File: src/source/m68k_bus_pkg.sv
/*
 * 68000 bus subsystem shared definitions
 * Bus widths, 68000 function codes and the block mover states
 */
package m68k_bus_pkg;

    parameter int addr_w = 24;              // Byte address width
    parameter int data_w = 16;              // Data bus width

    // 68000 FC2..FC0 encodings
    typedef enum logic [2:0] {
        fc_user_data  = 3'd1,               // User data space
        fc_user_prog  = 3'd2,               // User program space
        fc_super_data = 3'd5,               // Supervisor data space
        fc_super_prog = 3'd6,               // Supervisor program space
        fc_int_ack    = 3'd7                // CPU space, interrupt ack
    } fc_code_t;

    // Block mover FSM
    typedef enum logic [2:0] {
        idle,                               // Waiting for start
        read_req,                           // Issue read strobe
        read_wait,                          // Wait for read DTACK
        write_req,                          // Issue write strobe
        write_wait                          // Wait for write DTACK
    } mover_state_t;

endpackage
File: src/source/block_mover.sv
/*
 * Block mover
 * Strobe-style bus master that copies a byte block one word at a time,
 * a read from the source followed by a write to the destination.
 * A trailing odd byte travels on the upper lane only (big-endian bus).
 */
module block_mover (
    input  logic                                 clk,
    input  logic                                 rst,
    input  logic                                 cen,
    input  logic                                 start,
    input  logic [m68k_bus_pkg::addr_w-1:0]      src_addr,
    input  logic [m68k_bus_pkg::addr_w-1:0]      dst_addr,
    input  logic [15:0]                          byte_count,
    input  logic                                 supervisor,
    input  logic                                 data_ack,
    input  logic [m68k_bus_pkg::data_w-1:0]      rd_data,
    output logic                                 rd_ena,
    output logic                                 wr_ena,
    output logic [m68k_bus_pkg::addr_w-1:0]      address,
    output logic [1:0]                           byte_ena,
    output m68k_bus_pkg::fc_code_t               fc,
    output logic [m68k_bus_pkg::data_w-1:0]      wr_data,
    output logic                                 busy,
    output logic                                 done
);
    import m68k_bus_pkg::*;

    mover_state_t        state;
    logic [15:0]         remaining;         // Bytes still to move
    logic [15:0]         step;              // Bytes moved by this word
    logic                hold;              // Idle gap after DTACK
    logic                super_q;           // Latched supervisor mode
    logic                write_phase;
    logic [addr_w-1:0]   src_ptr;
    logic [addr_w-1:0]   dst_ptr;
    logic [data_w-1:0]   rd_word;           // Word in flight

    // Odd tail moves one byte, otherwise a full word
    assign step        = (remaining == 16'd1) ? 16'd1 : 16'd2;
    assign byte_ena    = (remaining == 16'd1) ? 2'b10 : 2'b11;   // Upper lane = even byte
    assign write_phase = (state == write_req) || (state == write_wait);
    assign address     = write_phase ? dst_ptr : src_ptr;        // Held until DTACK
    assign wr_data     = rd_word;
    assign busy        = (state != idle);

    // Strobes last one enabled cycle; hold keeps AS high between cycles
    assign rd_ena = cen && (state == read_req) && !hold;
    assign wr_ena = cen && (state == write_req) && !hold;

    always_comb begin
        if (super_q) begin
            fc = fc_super_data;
        end else begin
            fc = fc_user_data;
        end
    end

    always_ff @(posedge clk) begin
        if (rst) begin
            state     <= idle;
            remaining <= 16'd0;
            hold      <= 1'b0;
            done      <= 1'b0;
            super_q   <= 1'b0;
        end else begin
            done <= 1'b0;                   // Single-cycle pulse
            hold <= 1'b0;
            if (cen) begin
                case (state)
                    idle: begin
                        if (start) begin
                            super_q <= supervisor;
                            if (byte_count == 16'd0) begin
                                done <= 1'b1;           // Nothing to copy
                            end else begin
                                remaining <= byte_count;
                                state     <= read_req;
                            end
                        end
                    end
                    read_req: begin
                        if (!hold) state <= read_wait;
                    end
                    read_wait: begin
                        if (data_ack) begin
                            hold  <= 1'b1;
                            state <= write_req;
                        end
                    end
                    write_req: begin
                        if (!hold) state <= write_wait;
                    end
                    write_wait: begin
                        if (data_ack) begin
                            hold      <= 1'b1;
                            remaining <= remaining - step;
                            if (remaining <= 16'd2) begin
                                done  <= 1'b1;          // Last word written
                                state <= idle;
                            end else begin
                                state <= read_req;
                            end
                        end
                    end
                    default: state <= idle;
                endcase
            end
        end
    end

    // Address pointers and the captured word
    always_ff @(posedge clk) begin
        if (cen) begin
            if (state == idle && start) begin
                src_ptr <= src_addr;
                dst_ptr <= dst_addr;
            end
            if (state == read_wait && data_ack) begin
                rd_word <= rd_data;     // Bus data valid with DTACK
            end
            if (state == write_wait && data_ack) begin
                src_ptr <= src_ptr + addr_w'(2);
                dst_ptr <= dst_ptr + addr_w'(2);
            end
        end
    end

endmodule

File: config.mk
export PLATFORM = sky130hd
export DESIGN_NAME = block_mover
export DESIGN_NICKNAME = d
export VERILOG_FILES = /design/src/source/m68k_bus_pkg.sv /design/src/source/block_mover.sv
export SDC_FILE = /design/constraint.sdc
export NUM_CORES = 1
export LEC_CHECK = 0
export ABC_CLOCK_PERIOD_IN_PS = 8500
export CORE_ASPECT_RATIO = 0.5
export CORE_UTILIZATION = 65
export DETAILED_ROUTE_END_ITERATION = 7
export DONT_BUFFER_PORTS = 1
export PLACE_DENSITY = 0.79
export SETUP_SLACK_MARGIN = 0.2
export SYNTH_ARGS = -nofsm -noshare
export SYNTH_HDL_FRONTEND = slang
export SYNTH_SLANG_ARGS = --single-unit
File: constraint.sdc
create_clock -name clk -period 8.5 [get_ports clk]
set_clock_uncertainty 0.15 [all_clocks]
set_input_delay 0.425 -clock clk [delete_from_list [all_inputs] [get_ports clk]]
set_output_delay 0.425 -clock clk [all_outputs]
set_load 0.05 [all_outputs]
==> impl_summary.log <==
[metrics] run status: finished, final reports clean
[metrics] Total Wirelength: ~11000 µm
[metrics] P_int: 0.000747 W
[metrics] detailed-route wire length per cell: 18.5 µm
[metrics] fraction of synthesized cell area taken by the top area cell type: between 30% and 40%
[metrics] GRT Max-Usage Layer: met2
[metrics] minimum period implied by the final worst setup slack: 3.59 ns
[metrics] Placed Area: slightly above 0.005 mm²
[metrics] grt met3 use: under 10%
[metrics] number of warnings printed during yosys synthesis: 0
[metrics] Post-synth EDFFs: 64
[metrics] wire length of the first global-routing pass: 17900 µm
[metrics] clock input transition at the sequential cells of the worst setup and hold paths: about 0.060 ns
[metrics] minimum hold slack: around 0.025 ns
[metrics] number of global-route vias before repair: ~3600
[metrics] worst min path class: primary input to register
[metrics] first-iteration detailed-routing DRC count: a little under 400
[metrics] total iterations of the first detailed-routing run: 6
[metrics] crit path kind: register to output pin
[metrics] number of gates resized after cts: 0
[metrics] clock sink total: 86
[metrics] area delta synth->final: 6.29%
[metrics] Clock Root Buffer: clkbuf_16
[metrics] cell area after technology mapping: around 0.0050 mm²
[metrics] element type at the critical path start: register
[metrics] Avg Synthesized Cell Area: 9.72 µm²
[metrics] critical path launch point: state[2]$_SDFFE_PP0P_
[metrics] critical register-to-register path startpoint: remaining[5]$_SDFFE_PP0P_
[metrics] CTS H-tree lvls: 3
[metrics] primary flip-flop cell chosen by synthesis mapping: edfxtp_1
[metrics] Hold Vio Cnt, Final: 0
[metrics] share of synthesized flip-flops with an asynchronous set or reset: 0%
[metrics] total global-route track usage: slightly below 30%
[metrics] total I/O pin count: 135
[metrics] core footprint: ~0.0074 mm²
[metrics] worst slew slack as a fraction of its limit: 29.7%
[metrics] post-synthesis compound-gate area fraction: a little over an eighth
[metrics] Clk network pwr share: a little under two fifths
[metrics] Seq/Total Area, Yosys: between 40% and 50%
[metrics] starting utilization of the core area: between 60 and 70%
[metrics] CTS tree: done
[metrics] hold path startpoint: rst
[metrics] combinational family with the most area after synthesis: simple AND/OR/NAND/NOR gates
[metrics] arrival time of the worst setup path: 3.01 ns
[metrics] dominant cell type by area after synthesis: edfxtp_1
[metrics] post-synthesis simple-gate area fraction: 20.6%
[metrics] Net count, final: slightly below 600
[metrics] PD cells: roughly 190 mW/mm²
[metrics] GR Layer Usage met2: a little under half
[metrics] part of the cycle the worst path needs: a little over two fifths
[metrics] maximum fanout count along the critical path: 29
[metrics] final-report max-slew violation count: 0
[metrics] static leakage power: around 1.8 nW
[metrics] clock latency of the later-clocked register in the worst-skew pair: 0.34 ns
[metrics] Total Die Area: ~0.008 mm²
[metrics] Gate power share: between 10 and 15%
[metrics] net load switching power: 0.000295 W
[metrics] dpl hpwl: 7600 µm
[metrics] total grt overflow: 0
[metrics] antenna cell count: 0
[metrics] Final Setup Violations: 0
[metrics] per-cell via count in the routed design: about 6.3
[metrics] unrepaired setup endpoints after global routing: no
[metrics] share of cell area taken by muxes after synthesis: 6.21%
[metrics] area of all placed cells without fillers: approximately 0.0054 mm²
[metrics] overall die width: between 100 and 150 µm
[metrics] share of total power consumed by net switching: 28.3%
[metrics] Achievable Freq: around 0.28 GHz
[metrics] remaining design rule violation count: 0
[metrics] GRT met1 Usage: ~38%
[metrics] number of synthesized register bits: 86
[metrics] minimum setup slack in the final design: just under 5 ns
[metrics] required time of the critical path: roughly 8 ns
[metrics] VDD IR-drop max: around 0.15 mV
[metrics] setup slack on the worst flop-to-flop path: roughly 5.0 ns
[metrics] Reg power frac: 48.5%
[metrics] number of standard cells after synthesis: about 520
[metrics] total via count after detailed routing: about 3800
[metrics] most instantiated cells after synthesis: nand2_1, edfxtp_1, o21ai_0
[metrics] die outline height: 64.2 µm
[metrics] worst-case clock buffer depth: 2
[metrics] antenna-violating nets left: 0
[metrics] # Max-Cap Violations: 0
[metrics] number of antenna violations at the first check in global routing: 0
[metrics] xor and xnor fraction of the mapped netlist area: 7.48%
[metrics] crit path capture type: output pin
[metrics] most instantiated library cell after synthesis: nand2_1
[metrics] Post-Synth Adder-Cell Area: 1.39%
[metrics] FP Rows: 22
[metrics] clock buffers created by TritonCTS: 9
[metrics] fill count: 560
[metrics] Cell variety after synth: 60
[metrics] actual transition at the worst max-transition pin: ~1.1 ns
[metrics] placer congestion estimate: 0.939
[metrics] aggregate negative setup slack: 0 ns
[metrics] fraction of layout cells with a size suffix above 1: 12.7%
[metrics] largest net degree at the start of global routing: a little over 90
[metrics] setup slack at placement: 5.27 ns
[metrics] fin util: 72.3%
[metrics] top post-synthesis cells by area: edfxtp_1, dfxtp_1, nand2_1, mux2_2, o21ai_0
[metrics] IO buf count: 0
-- final cells by class --
type | count | area (µm²) | area share (%)
timing repair buffer | 5 | 40.0 | 0.748
sequential | 86 | 2360 | 44.1
inverter | 12 | 45.0 | 0.842
multi-input combinational | 391 | 2480 | 46.4
clock buffer | 11 | 264 | 4.93
clock inverter | 5 | 38.8 | 0.725
tap | 96 | 120 | 2.24
-- final timing paths --
path	endpoint	cells past startpoint
worst max-delay path	address[12]	5
worst min register to register	remaining[0]$_SDFFE_PP0P_	2
worst min-delay path	done$_SDFF_PP0_	1
worst max register to register	remaining[10]$_SDFFE_PP0P_	10
-- power by group through the flow --
stage / sequential (W) / clock (W) / combinational (W)
global route: 0.000508 / 0.000416 / 0.000155
global placement: 0.000512 / 0 / 0.000138
CTS: 0.000505 / 0.000396 / 0.000144
floorplan: 0.000504 / 0 / 0.000130
finish: 0.000506 / 0.000392 / 0.000144
detailed placement: 0.000513 / 0 / 0.000140
-- placed cells by master (no fill, tap or decap), types with 4 or more instances in the layout --
cell,netlist,layout
buf_4,8,4
o21ai_0,49,48
and3_1,7,7
nand4_1,10,10
nor4_1,8,8
nor2_1,20,20
xnor2_1,21,21
nand3_1,22,22
ha_1,4,4
a21oi_1,18,18
nand2b_1,4,4
nand2_1,89,88
clkbuf_16,0,10
nor3_1,14,12
inv_1,12,12
or3_1,5,5
dfxtp_1,22,22
xor2_1,22,22
o21ai_1,10,11
and2_1,5,5
edfxtp_1,64,64
mux2_2,26,26
-- what timing repair did --
action / 4_1_cts / 5_1_grt
hold buffers: 1 / 0
buffers inserted: 0 / 0
endpoints found under the hold margin: 18 / 0
-- worst max-delay path, cell delays in order (launching register included) --
cell     delay [ns]
dfxtp_1        1.02
or3b_4         0.59
o21ai_2        0.09
buf_4          0.35
nand2_1        0.09
o21ai_1        0.51
-- metrics by stage --
step | power [W] | cells
after floorplan | 0.000633 | 519
final | 0.00104 | 606
after global placement | 0.000651 | 589
after detailed placement | 0.000653 | 589
after CTS | 0.00104 | 606
after global routing | 0.00108 | 606
-- metal layers --
layer / vias to the layer above / wire, µm
li1: 1841 / -
met1: 1805 / 4860
met2: 184 / 5240
met3: 18 / 961
met4: 0 / 135
met5: - / 0
-- registers in the layout, summed over array words and instances, names as in the netlist --
name and flops:
hold 1, wr_data 16, remaining 16, super_q 1
src_ptr 24, state 3, dst_ptr 24, done 1
-- kinds of logic after synthesis --
kind of cell    count (synthesis)
fa+ha+maj                       5
other cells                     2
xor+xnor                       43
simple gates                  204
buf+inv                        42
flops                          86
mux                            28
compound gates                108
Power figures use the tool's default switching activity.
