===== src/source/m68k_bus_pkg.sv =====
/*
 * 68000 bus subsystem shared definitions
 * Bus widths, 68000 function codes and the block mover states
 */
package m68k_bus_pkg;

    parameter int addr_w = 24;              // Byte address width
    parameter int data_w = 16;              // Data bus width

    // 68000 FC2..FC0 encodings
    typedef enum logic [2:0] {
        fc_user_data  = 3'd1,               // User data space
        fc_user_prog  = 3'd2,               // User program space
        fc_super_data = 3'd5,               // Supervisor data space
        fc_super_prog = 3'd6,               // Supervisor program space
        fc_int_ack    = 3'd7                // CPU space, interrupt ack
    } fc_code_t;

    // Block mover FSM
    typedef enum logic [2:0] {
        idle,                               // Waiting for start
        read_req,                           // Issue read strobe
        read_wait,                          // Wait for read DTACK
        write_req,                          // Issue write strobe
        write_wait                          // Wait for write DTACK
    } mover_state_t;

endpackage

===== src/source/m68k_bus_adapter.sv =====
/*
 * Strobe to 68000 bus adapter
 * Turns master read/write strobes into AS, UDS, LDS and R/W,
 * tracks the busy bus cycle, and hands the bus to an outside
 * requester through BR/BG, freezing the master while granted.
 */
module m68k_bus_adapter (
    input  logic                                 clk,
    input  logic                                 rst,
    input  logic                                 rd_ena,
    input  logic                                 wr_ena,
    input  logic [m68k_bus_pkg::addr_w-1:0]      address,
    input  logic [1:0]                           byte_ena,
    input  m68k_bus_pkg::fc_code_t               fc_in,
    input  logic                                 br_n,
    input  logic                                 dtack_n,
    output logic                                 data_ack,
    output logic                                 cen,
    output logic [m68k_bus_pkg::addr_w-1:1]      eab,
    output logic                                 as_n,
    output logic                                 uds_n,
    output logic                                 lds_n,
    output logic                                 erw_n,
    output logic [2:0]                           fc_out,
    output logic                                 bg_n
);
    import m68k_bus_pkg::*;

    logic bus_busy;                         // Cycle in progress after strobe
    logic wr_cycle;                         // Direction of current cycle
    logic strobe;
    logic grant;                            // Bus can be handed over now

    assign strobe   = rd_ena | wr_ena;
    assign as_n     = ~(strobe | bus_busy);             // Falls with the strobe
    assign uds_n    = as_n | ~byte_ena[1];              // Even byte, D15..D8
    assign lds_n    = as_n | ~byte_ena[0];              // Odd byte, D7..D0
    assign erw_n    = ~(wr_ena | (bus_busy & wr_cycle)); // Low for whole write
    assign eab      = address[addr_w-1:1];
    assign fc_out   = fc_in;
    assign data_ack = ~dtack_n & bus_busy;

    // Only between bus cycles, never against a fresh strobe
    assign grant = ~br_n & ~bus_busy & ~strobe;

    always_ff @(posedge clk) begin
        if (rst) begin
            bus_busy <= 1'b0;
            wr_cycle <= 1'b0;
        end else begin
            if (strobe) begin
                bus_busy <= 1'b1;
                wr_cycle <= wr_ena;
            end else if (data_ack) begin
                bus_busy <= 1'b0;           // Ends after DTACK cycle
            end
        end
    end

    always_ff @(posedge clk) begin
        if (rst) begin
            bg_n <= 1'b1;
            cen  <= 1'b0;
        end else begin
            if (grant) begin
                bg_n <= 1'b0;
            end else if (br_n) begin
                bg_n <= 1'b1;               // Release after BR rises
            end
            // Follows BG, but drops together with a new grant so
            // the master cannot strobe in the grant cycle
            cen <= bg_n & ~grant;
        end
    end

endmodule


===== config.mk =====
export PLATFORM = sky130hd
export DESIGN_NAME = m68k_bus_adapter
export DESIGN_NICKNAME = d
export VERILOG_FILES = /design/src/source/m68k_bus_pkg.sv /design/src/source/m68k_bus_adapter.sv
export SDC_FILE = /design/constraint.sdc
export NUM_CORES = 1
export LEC_CHECK = 0
export BUFFER_PORTS_ARGS = -buffer_cell sky130_fd_sc_hd__buf_2
export CAP_MARGIN = 20
export CORE_AREA = 8 8 48 50
export CTS_BUF_LIST = sky130_fd_sc_hd__clkbuf_16
export CTS_CLUSTER_DIAMETER = 30
export DETAILED_ROUTE_END_ITERATION = 7
export DIE_AREA = 0 0 56 58
export PLACE_DENSITY = 0.72
export SYNTH_ARGS = -nofsm -noshare
export SYNTH_HDL_FRONTEND = slang
export SYNTH_SLANG_ARGS = --single-unit
export TNS_END_PERCENT = 50

===== constraint.sdc =====
create_clock -name clk -period 1.19 [get_ports clk]
set_input_delay 0.238 -clock clk [delete_from_list [all_inputs] [get_ports clk]]
set_output_delay 0.238 -clock clk [all_outputs]
set_load 0.05 [all_outputs]

==> run summary, run 1 <==
status = complete, but fails checks
failing checks = setup timing
syn_nets = 78
worst vdd ir = 0.7915 mV
CP Capture Type = primary output
Req. time, crit path = 0.95 ns
core footprint = 1614 µm²
DP HPWL = 600.7 µm
Hold Vio Cnt, Final = 0
Layout area overhead = 18.95%
Setup crit start kind = register
hold path depth = 2
Die Area = 3248 µm²
vias in the first global route = 295
Num CTS Buffers = 3
H-tree depth = 1
die height = 58 µm
worst r2r path cells = 4
post-route ant nets = 0
pwr/cell area = 1900 nW/µm²
GR Overflow Total = 0
DP Worst Slack = -0.1289 ns
grt peak-use layer = met3
NumNets Final = 76
worst hold start = rst
row count = 15
Setup Skew = 0.0006835 ns
max_cap viols = 0
Hold EP = bus_busy$_SDFFE_PP0P_
drt pass-1 iters = 1
CTS tree = yes
die width = 56 µm
CTS root buf = clkbuf_16
Core Util, Final = 26.28%
reg-to-reg slack, setup = -0.14 ns
Clock Tree Buf Depth = 2
final wirelength = 800 µm
Synth top area share = 54.74%
critical path class = register to primary output
FF-to-FF End = bg_n$_SDFFE_PP1P_
Final Cycle Share = 113.9%
met2 usage = 6.022%
DRT iter0 DRCs = 0
share of layout cells above drive strength 1 = 71.79%
GR Layer Usage met1 = 3.630%
ranking of synthesized cells by area = buf_4 (55%), dfxtp_1 (22%), nor2b_1 (3.5%)
leading area contributor after synthesis = buf_4
DR WL/cell = 14.29 µm
Initial Utilization = 22.09%
overall power = 0.0008059 W
syn avg cell area = 8.293 µm²
largest net degree at the start of global routing = 5
latest clock arrival within the worst-skew pair = 0.22 ns
hold-fix buffers at CTS = 0
Worst-Margin Slew = 0.2355 ns
vias per std cell = 4.107
hold_ws = 0.2129 ns
Seq/Total Area, Yosys = 22.46%
R2R Path Start = bus_busy$_SDFFE_PP0P_
Netlist Area Pre-Place = 356.6 µm²
final RePlAce weighted congestion = 0.5932
fin. max-slew vios = 0
CP Max Fanout = 4
library cells used by synthesis = 12
Cells after Synth = 43
minimum clock period = 1.356 ns
Leak = 0.2087 nW
Rel. slew slack = 84.21%
diodes inserted = 0
flops & latches, synth = 4
Remaining DRCs = 0
initial antenna violation count = 0
routed via count = 230
setup violators final = 6
Hold Crit Class = input port to register
worst setup margin = -0.1655 ns
# IOs = 68
number of port buffers = 14
global-route wire length before repair = 1.248 mm
Total GRT Usage = 5.007%
YS warnings = 0
Filler cells = 181
unrepaired setup endpoints after global routing = yes
Worst-path clk slew = 0.03 ns
critical path arrival = 1.12 ns
met3 global-route usage = 7.860%
FMAX = 737.7 MHz
CP Launch Point = bus_busy$_SDFFE_PP0P_
clk sink count = 4
-- layout by cell type (no fill, tap or decap), drive strengths merged --
cell type / Yosys / final
buf: 26 / 19
nand2: 2 / 2
dfxtp: 4 / 4
o211a: 1 / 1
inv: 2 / 2
nor2: 1 / 1
a211o: 1 / 1
clkbuf: 0 / 3
nor2b: 2 / 2
or3: 1 / 1
a211oi: 1 / 1
a21oi: 1 / 1
o21a: 1 / 1
-- metrics by stage --
stage	TNS [ns]	area, µm²	cells
final	-0.6694	424.2	56
after global routing	-0.8796	424.2	56
after CTS	-0.7309	415.4	56
after detailed placement	-0.4716	289.0	52
after global placement	-0.3814	289.0	52
after floorplan	-0.2789	362.8	43
-- kinds of logic (layout without fill, tap and decap cells) --
logic type	Yosys count	in the layout	share of synthesized area (%)
buffers and inverters	28	24	56.84
and+or+nand+nor	6	6	9.824
DFF	4	4	22.46
AOI/OAI and AO/OA	5	5	10.88
-- layout make-up --
type,instances,area (µm²),share of cell area (%)
Clock buffer,3,75.07,17.70
Inverter,2,7.507,1.770
Multi-Input combinational cell,11,90.09,21.24
Sequential cell,4,80.08,18.88
Tap cell,17,21.27,5.015
Timing Repair Buffer,19,150.1,35.40
-- worst max-delay path: stages (launching register included) --
cell and delay (ns):
dfxtp_1 0.30, or3_4 0.36, nand2_2 0.09, buf_8 0.14
-- state kept, by name, summed over array words and instances, names as in the netlist --
name and count:
bg_n 1, bus_busy 1, cen 1, wr_cycle 1
-- routing by layer --
| metal | wire (µm) | vias up |
|---|---|---|
| met4 | 36 | 0 |
| li1 | - | 102 |
| met2 | 286 | 29 |
| met1 | 282 | 91 |
| met5 | 0 | - |
| met3 | 195 | 8 |
-- where the power goes --
group / switching, W / internal (W) / total [W]
Sequential: 0.00000369 / 0.000143 / 0.000147
Clock: 0.0000879 / 0.000429 / 0.000517
Combinational: 0.0000815 / 0.0000606 / 0.000142
Total: 0.000173 / 0.000633 / 0.000806
-- synthesized netlist by cell type (all sizes together) --
| library cell | count |
|---|---|
| dfxtp | 4 |
| a21oi | 1 |
| or3 | 1 |
| a211oi | 1 |
| a211o | 1 |
| inv | 2 |
| o21a | 1 |
| buf | 26 |
| nor2 | 1 |
| nand2 | 2 |
| o211a | 1 |
| nor2b | 2 |
-- how the worst max path moves through the flow --
stage / endpoint / slack, ns
5_1_grt: uds_n / -0.19
3_3_place_gp: uds_n / -0.11
2_1_floorplan: lds_n / -0.10
3_5_place_dp: uds_n / -0.13
4_1_cts: as_n / -0.17
6_report: uds_n / -0.17
-- timing repair --
item                                    4_1_cts  5_1_grt
endpoints found under the setup margin        6        7
buffers inserted                              1        0
pin swaps                                     4        0
resized for setup                            14        3
hold endpoints to repair                      0        0
No activity file was read; power rests on OpenSTA's default activity.
==> inputs of run 2 (changes only) <==
- ABC_AREA: not set -> 1
- MAX_ROUTING_LAYER: not set -> met4
- PLACE_DENSITY: 0.72 -> 0.73
==> run 2 against run 1 <==
  * The flow now finishes without violations
  * Clock skew decreased by 0.00065 ns
  * Fmax increased by 15%
  * Setup slack improved by 0.18 ns
  * Register-to-register slack improved by 0.57 ns
  * Final area decreased by 12%
  * Cell count increased by 3.6%
  * Synthesized cell count increased by 14%
  * Sequential share of layout area increased by 3.6 points
  * Critical endpoint unchanged
==> run summary, run 2 <==
leading area contributor after synthesis = buf_4 (unchanged)
Initial Utilization = 22.33% (was 22.09%)
critical path class = register to primary output (unchanged)
ys flop type = dfxtp_1 (unchanged)
Leak = 0.1815 nW (was 0.2087 nW)
commonest cells in the netlist = buf_4 (26), nor2_1 (5), dfxtp_1 (4) (was buf_4 (26), dfxtp_1 (4), inv_1 (2), nand2_1 (2), nor2b_1 (2))
GR Overflow Total = 0 (unchanged)
max_cap viols = 0 (unchanged)
NumNets Final = 78 (was 76)
Clock Tree Buf Depth = 2 (unchanged)
critical path arrival = 0.94 ns (was 1.12 ns)
Total GRT Usage = 4.441% (was 5.007%)
unrepaired setup endpoints after global routing = yes (unchanged)
vias in the first global route = 258 (was 295)
DP HPWL = 564.7 µm (was 600.7 µm)
die height = 58 µm (unchanged)
Setup TNS = 0 ns (was -0.6694 ns)
CP Max Fanout = 7 (was 4)
most frequent cell after synthesis = buf_4 (unchanged)
pwr/cell area = 2087 nW/µm² (was 1900 nW/µm²)
DP Area = 267.8 µm² (was 289.0 µm²)
vias per std cell = 4.069 (was 4.107)
Worst-Margin Slew = 0.2568 ns (was 0.2355 ns)
row count = 15 (unchanged)
FFs w/ async S/R, synth = 0% (unchanged)
worst vdd ir = 0.8835 mV (was 0.7915 mV)
status = finished, final reports clean (was complete, but fails checks)
hold-fix buffers at CTS = 0 (unchanged)
minimum clock period = 1.175 ns (was 1.356 ns)
Seq/Total Area, Yosys = 22.22% (was 22.46%)
CTS tree = yes (unchanged)
core footprint = 1614 µm² (unchanged)
Worst-path clk slew = 0.03 ns (about the same)
final wirelength = 695 µm (was 800 µm)
share of layout cells above drive strength 1 = 58.54% (was 71.79%)
hold path depth = 2 (unchanged)
Crit path depth = 2 (was 3)
# IOs = 68 (unchanged)
CP bufs+invs = 1 (unchanged)
Filler cells = 184 (was 181)
hold_ws = 0.2294 ns (was 0.2129 ns)
Setup Skew = 0.00002902 ns (was 0.0006835 ns)
setup violators final = 0 (was 6)
Cells after Synth = 49 (was 43)
fin. max-slew vios = 0 (unchanged)
diodes inserted = 0 (unchanged)
Post-synth EDFFs = 0 (unchanged)
Req. time, crit path = 0.95 ns (about the same)
fin area = 372.9 µm² (was 424.2 µm²)
CP top delay family = flip-flops (was simple AND/OR/NAND/NOR gates)
number of port buffers = 14 (unchanged)
flops & latches, synth = 4 (unchanged)
Netlist Area Pre-Place = 360.3 µm² (was 356.6 µm²)
YS warnings = 0 (unchanged)
drt pass-1 iters = 1 (unchanged)
Num CTS Buffers = 3 (unchanged)
dpl cells = 55 (was 52)
FMAX = 851.2 MHz (was 737.7 MHz)
Critical-path top delay cell = dfxtp_4 (was or3_4)
CTS root buf = clkbuf_16 (unchanged)
global-route wire length before repair = 1.083 mm (was 1.248 mm)
post-route ant nets = 0 (unchanged)
CP max stage delay = 0.36 ns (about the same)
routed via count = 236 (was 230)
library cells used by synthesis = 9 (was 12)
H-tree depth = 1 (unchanged)
most common cell after layout, fill and taps aside = buf_2 (unchanged)
critical-path cell list = o21ai_1 -> buf_6 (was or3_4 -> nand2_2 -> buf_8)
CP Capture Type = primary output (unchanged)
Layout area overhead = 3.472% (was 18.95%)
clk sink count = 4 (unchanged)
Final Cycle Share = 98.72% (was 113.9%)
latest clock arrival within the worst-skew pair = 0.22 ns (about the same)
final RePlAce weighted congestion = 0.6692 (was 0.5932)
worst r2r path cells = 4 (unchanged)
ranking of synthesized cells by area = buf_4 (54%), dfxtp_1 (22%), nor2_1 (5.2%) (was buf_4 (55%), dfxtp_1 (22%), nor2b_1 (3.5%))
# Post-CTS Setup Buffers = 0 (was 1)
Finished Layout Cells = 58 (was 56)
initial antenna violation count = 0 (unchanged)
Setup crit start kind = register (unchanged)
DR WL/cell = 11.98 µm (was 14.29 µm)
DRT iter0 DRCs = 0 (unchanged)
Die Area = 3248 µm² (unchanged)
Rel. slew slack = 83.00% (was 84.21%)
syn_nets = 84 (was 78)
die width = 56 µm (unchanged)
Remaining DRCs = 0 (unchanged)
largest net degree at the start of global routing = 8 (was 5)
Hold Crit Class = input port to register (unchanged)
Synth top area share = 54.17% (was 54.74%)
syn avg cell area = 7.354 µm² (was 8.293 µm²)
Hold Vio Cnt, Final = 0 (unchanged)
most frequent cells in the layout = buf_2 (9), nor2_1 (4) (was buf_2 (9), buf_4 (5), dfxtp_1 (4))
-- run 2: path summary, 6_finish.rpt --
kind	from	to	slack (ns)
worst max-delay path	bus_busy$_SDFFE_PP0P_	uds_n	0.02
worst min-delay path	rst	bus_busy$_SDFFE_PP0P_	0.23
worst max register to register	bus_busy$_SDFFE_PP0P_	bg_n$_SDFFE_PP1P_	0.43
worst min register to register	bg_n$_SDFFE_PP1P_	cen$_SDFF_PP0_	0.47
-- run 2: routing by layer --
metal,up-vias,GRT usage (%),wire length [µm]
met5,-,-,0
met2,24,5.388,243
met1,95,3.607,269
met3,10,5.459,156
li1,107,-,-
met4,0,3.093,25
-- run 2: cell families after synthesis --
kind of cell           count (synthesis)  synth area share [%]
AO/OA/AOI/OAI                          5                 6.943
buffers and inverters                 29                 57.29
flip-flops                             4                 22.22
AND/OR/NAND/NOR                       11                 13.54
-- run 2: layout make-up --
class / count / area (µm²) / share of cell area [%]
Multi-Input combinational cell: 16 / 80.08 / 21.48
Timing Repair Buffer: 15 / 101.3 / 27.18
Clock buffer: 3 / 75.07 / 20.13
Inverter: 3 / 11.26 / 3.020
Tap cell: 17 / 21.27 / 5.705
Sequential cell: 4 / 83.83 / 22.48
-- run 2: what timing repair did --
item,in CTS,in global routing
gates cloned,0,0
setup endpoints to repair,5,3
gates resized for setup,6,5
-- run 2: through the flow --
stage	setup slack [ns]	total power (W)	util (%)
2_1_floorplan	-0.1830	0.0004537	-
3_3_place_gp	0.02606	0.0002520	16.59
3_5_place_dp	0.004451	0.0002544	16.59
4_1_cts	0.009837	0.0007884	22.09
5_1_grt	-0.02593	0.0008135	23.10
6_report	0.01519	0.0007782	23.10
-- run 2: where the power goes --
group	internal [W]	switching [W]
combinational	0.0000391	0.0000753
clock	0.000429	0.0000859
sequential	0.000142	0.00000683
total	0.000610	0.000168
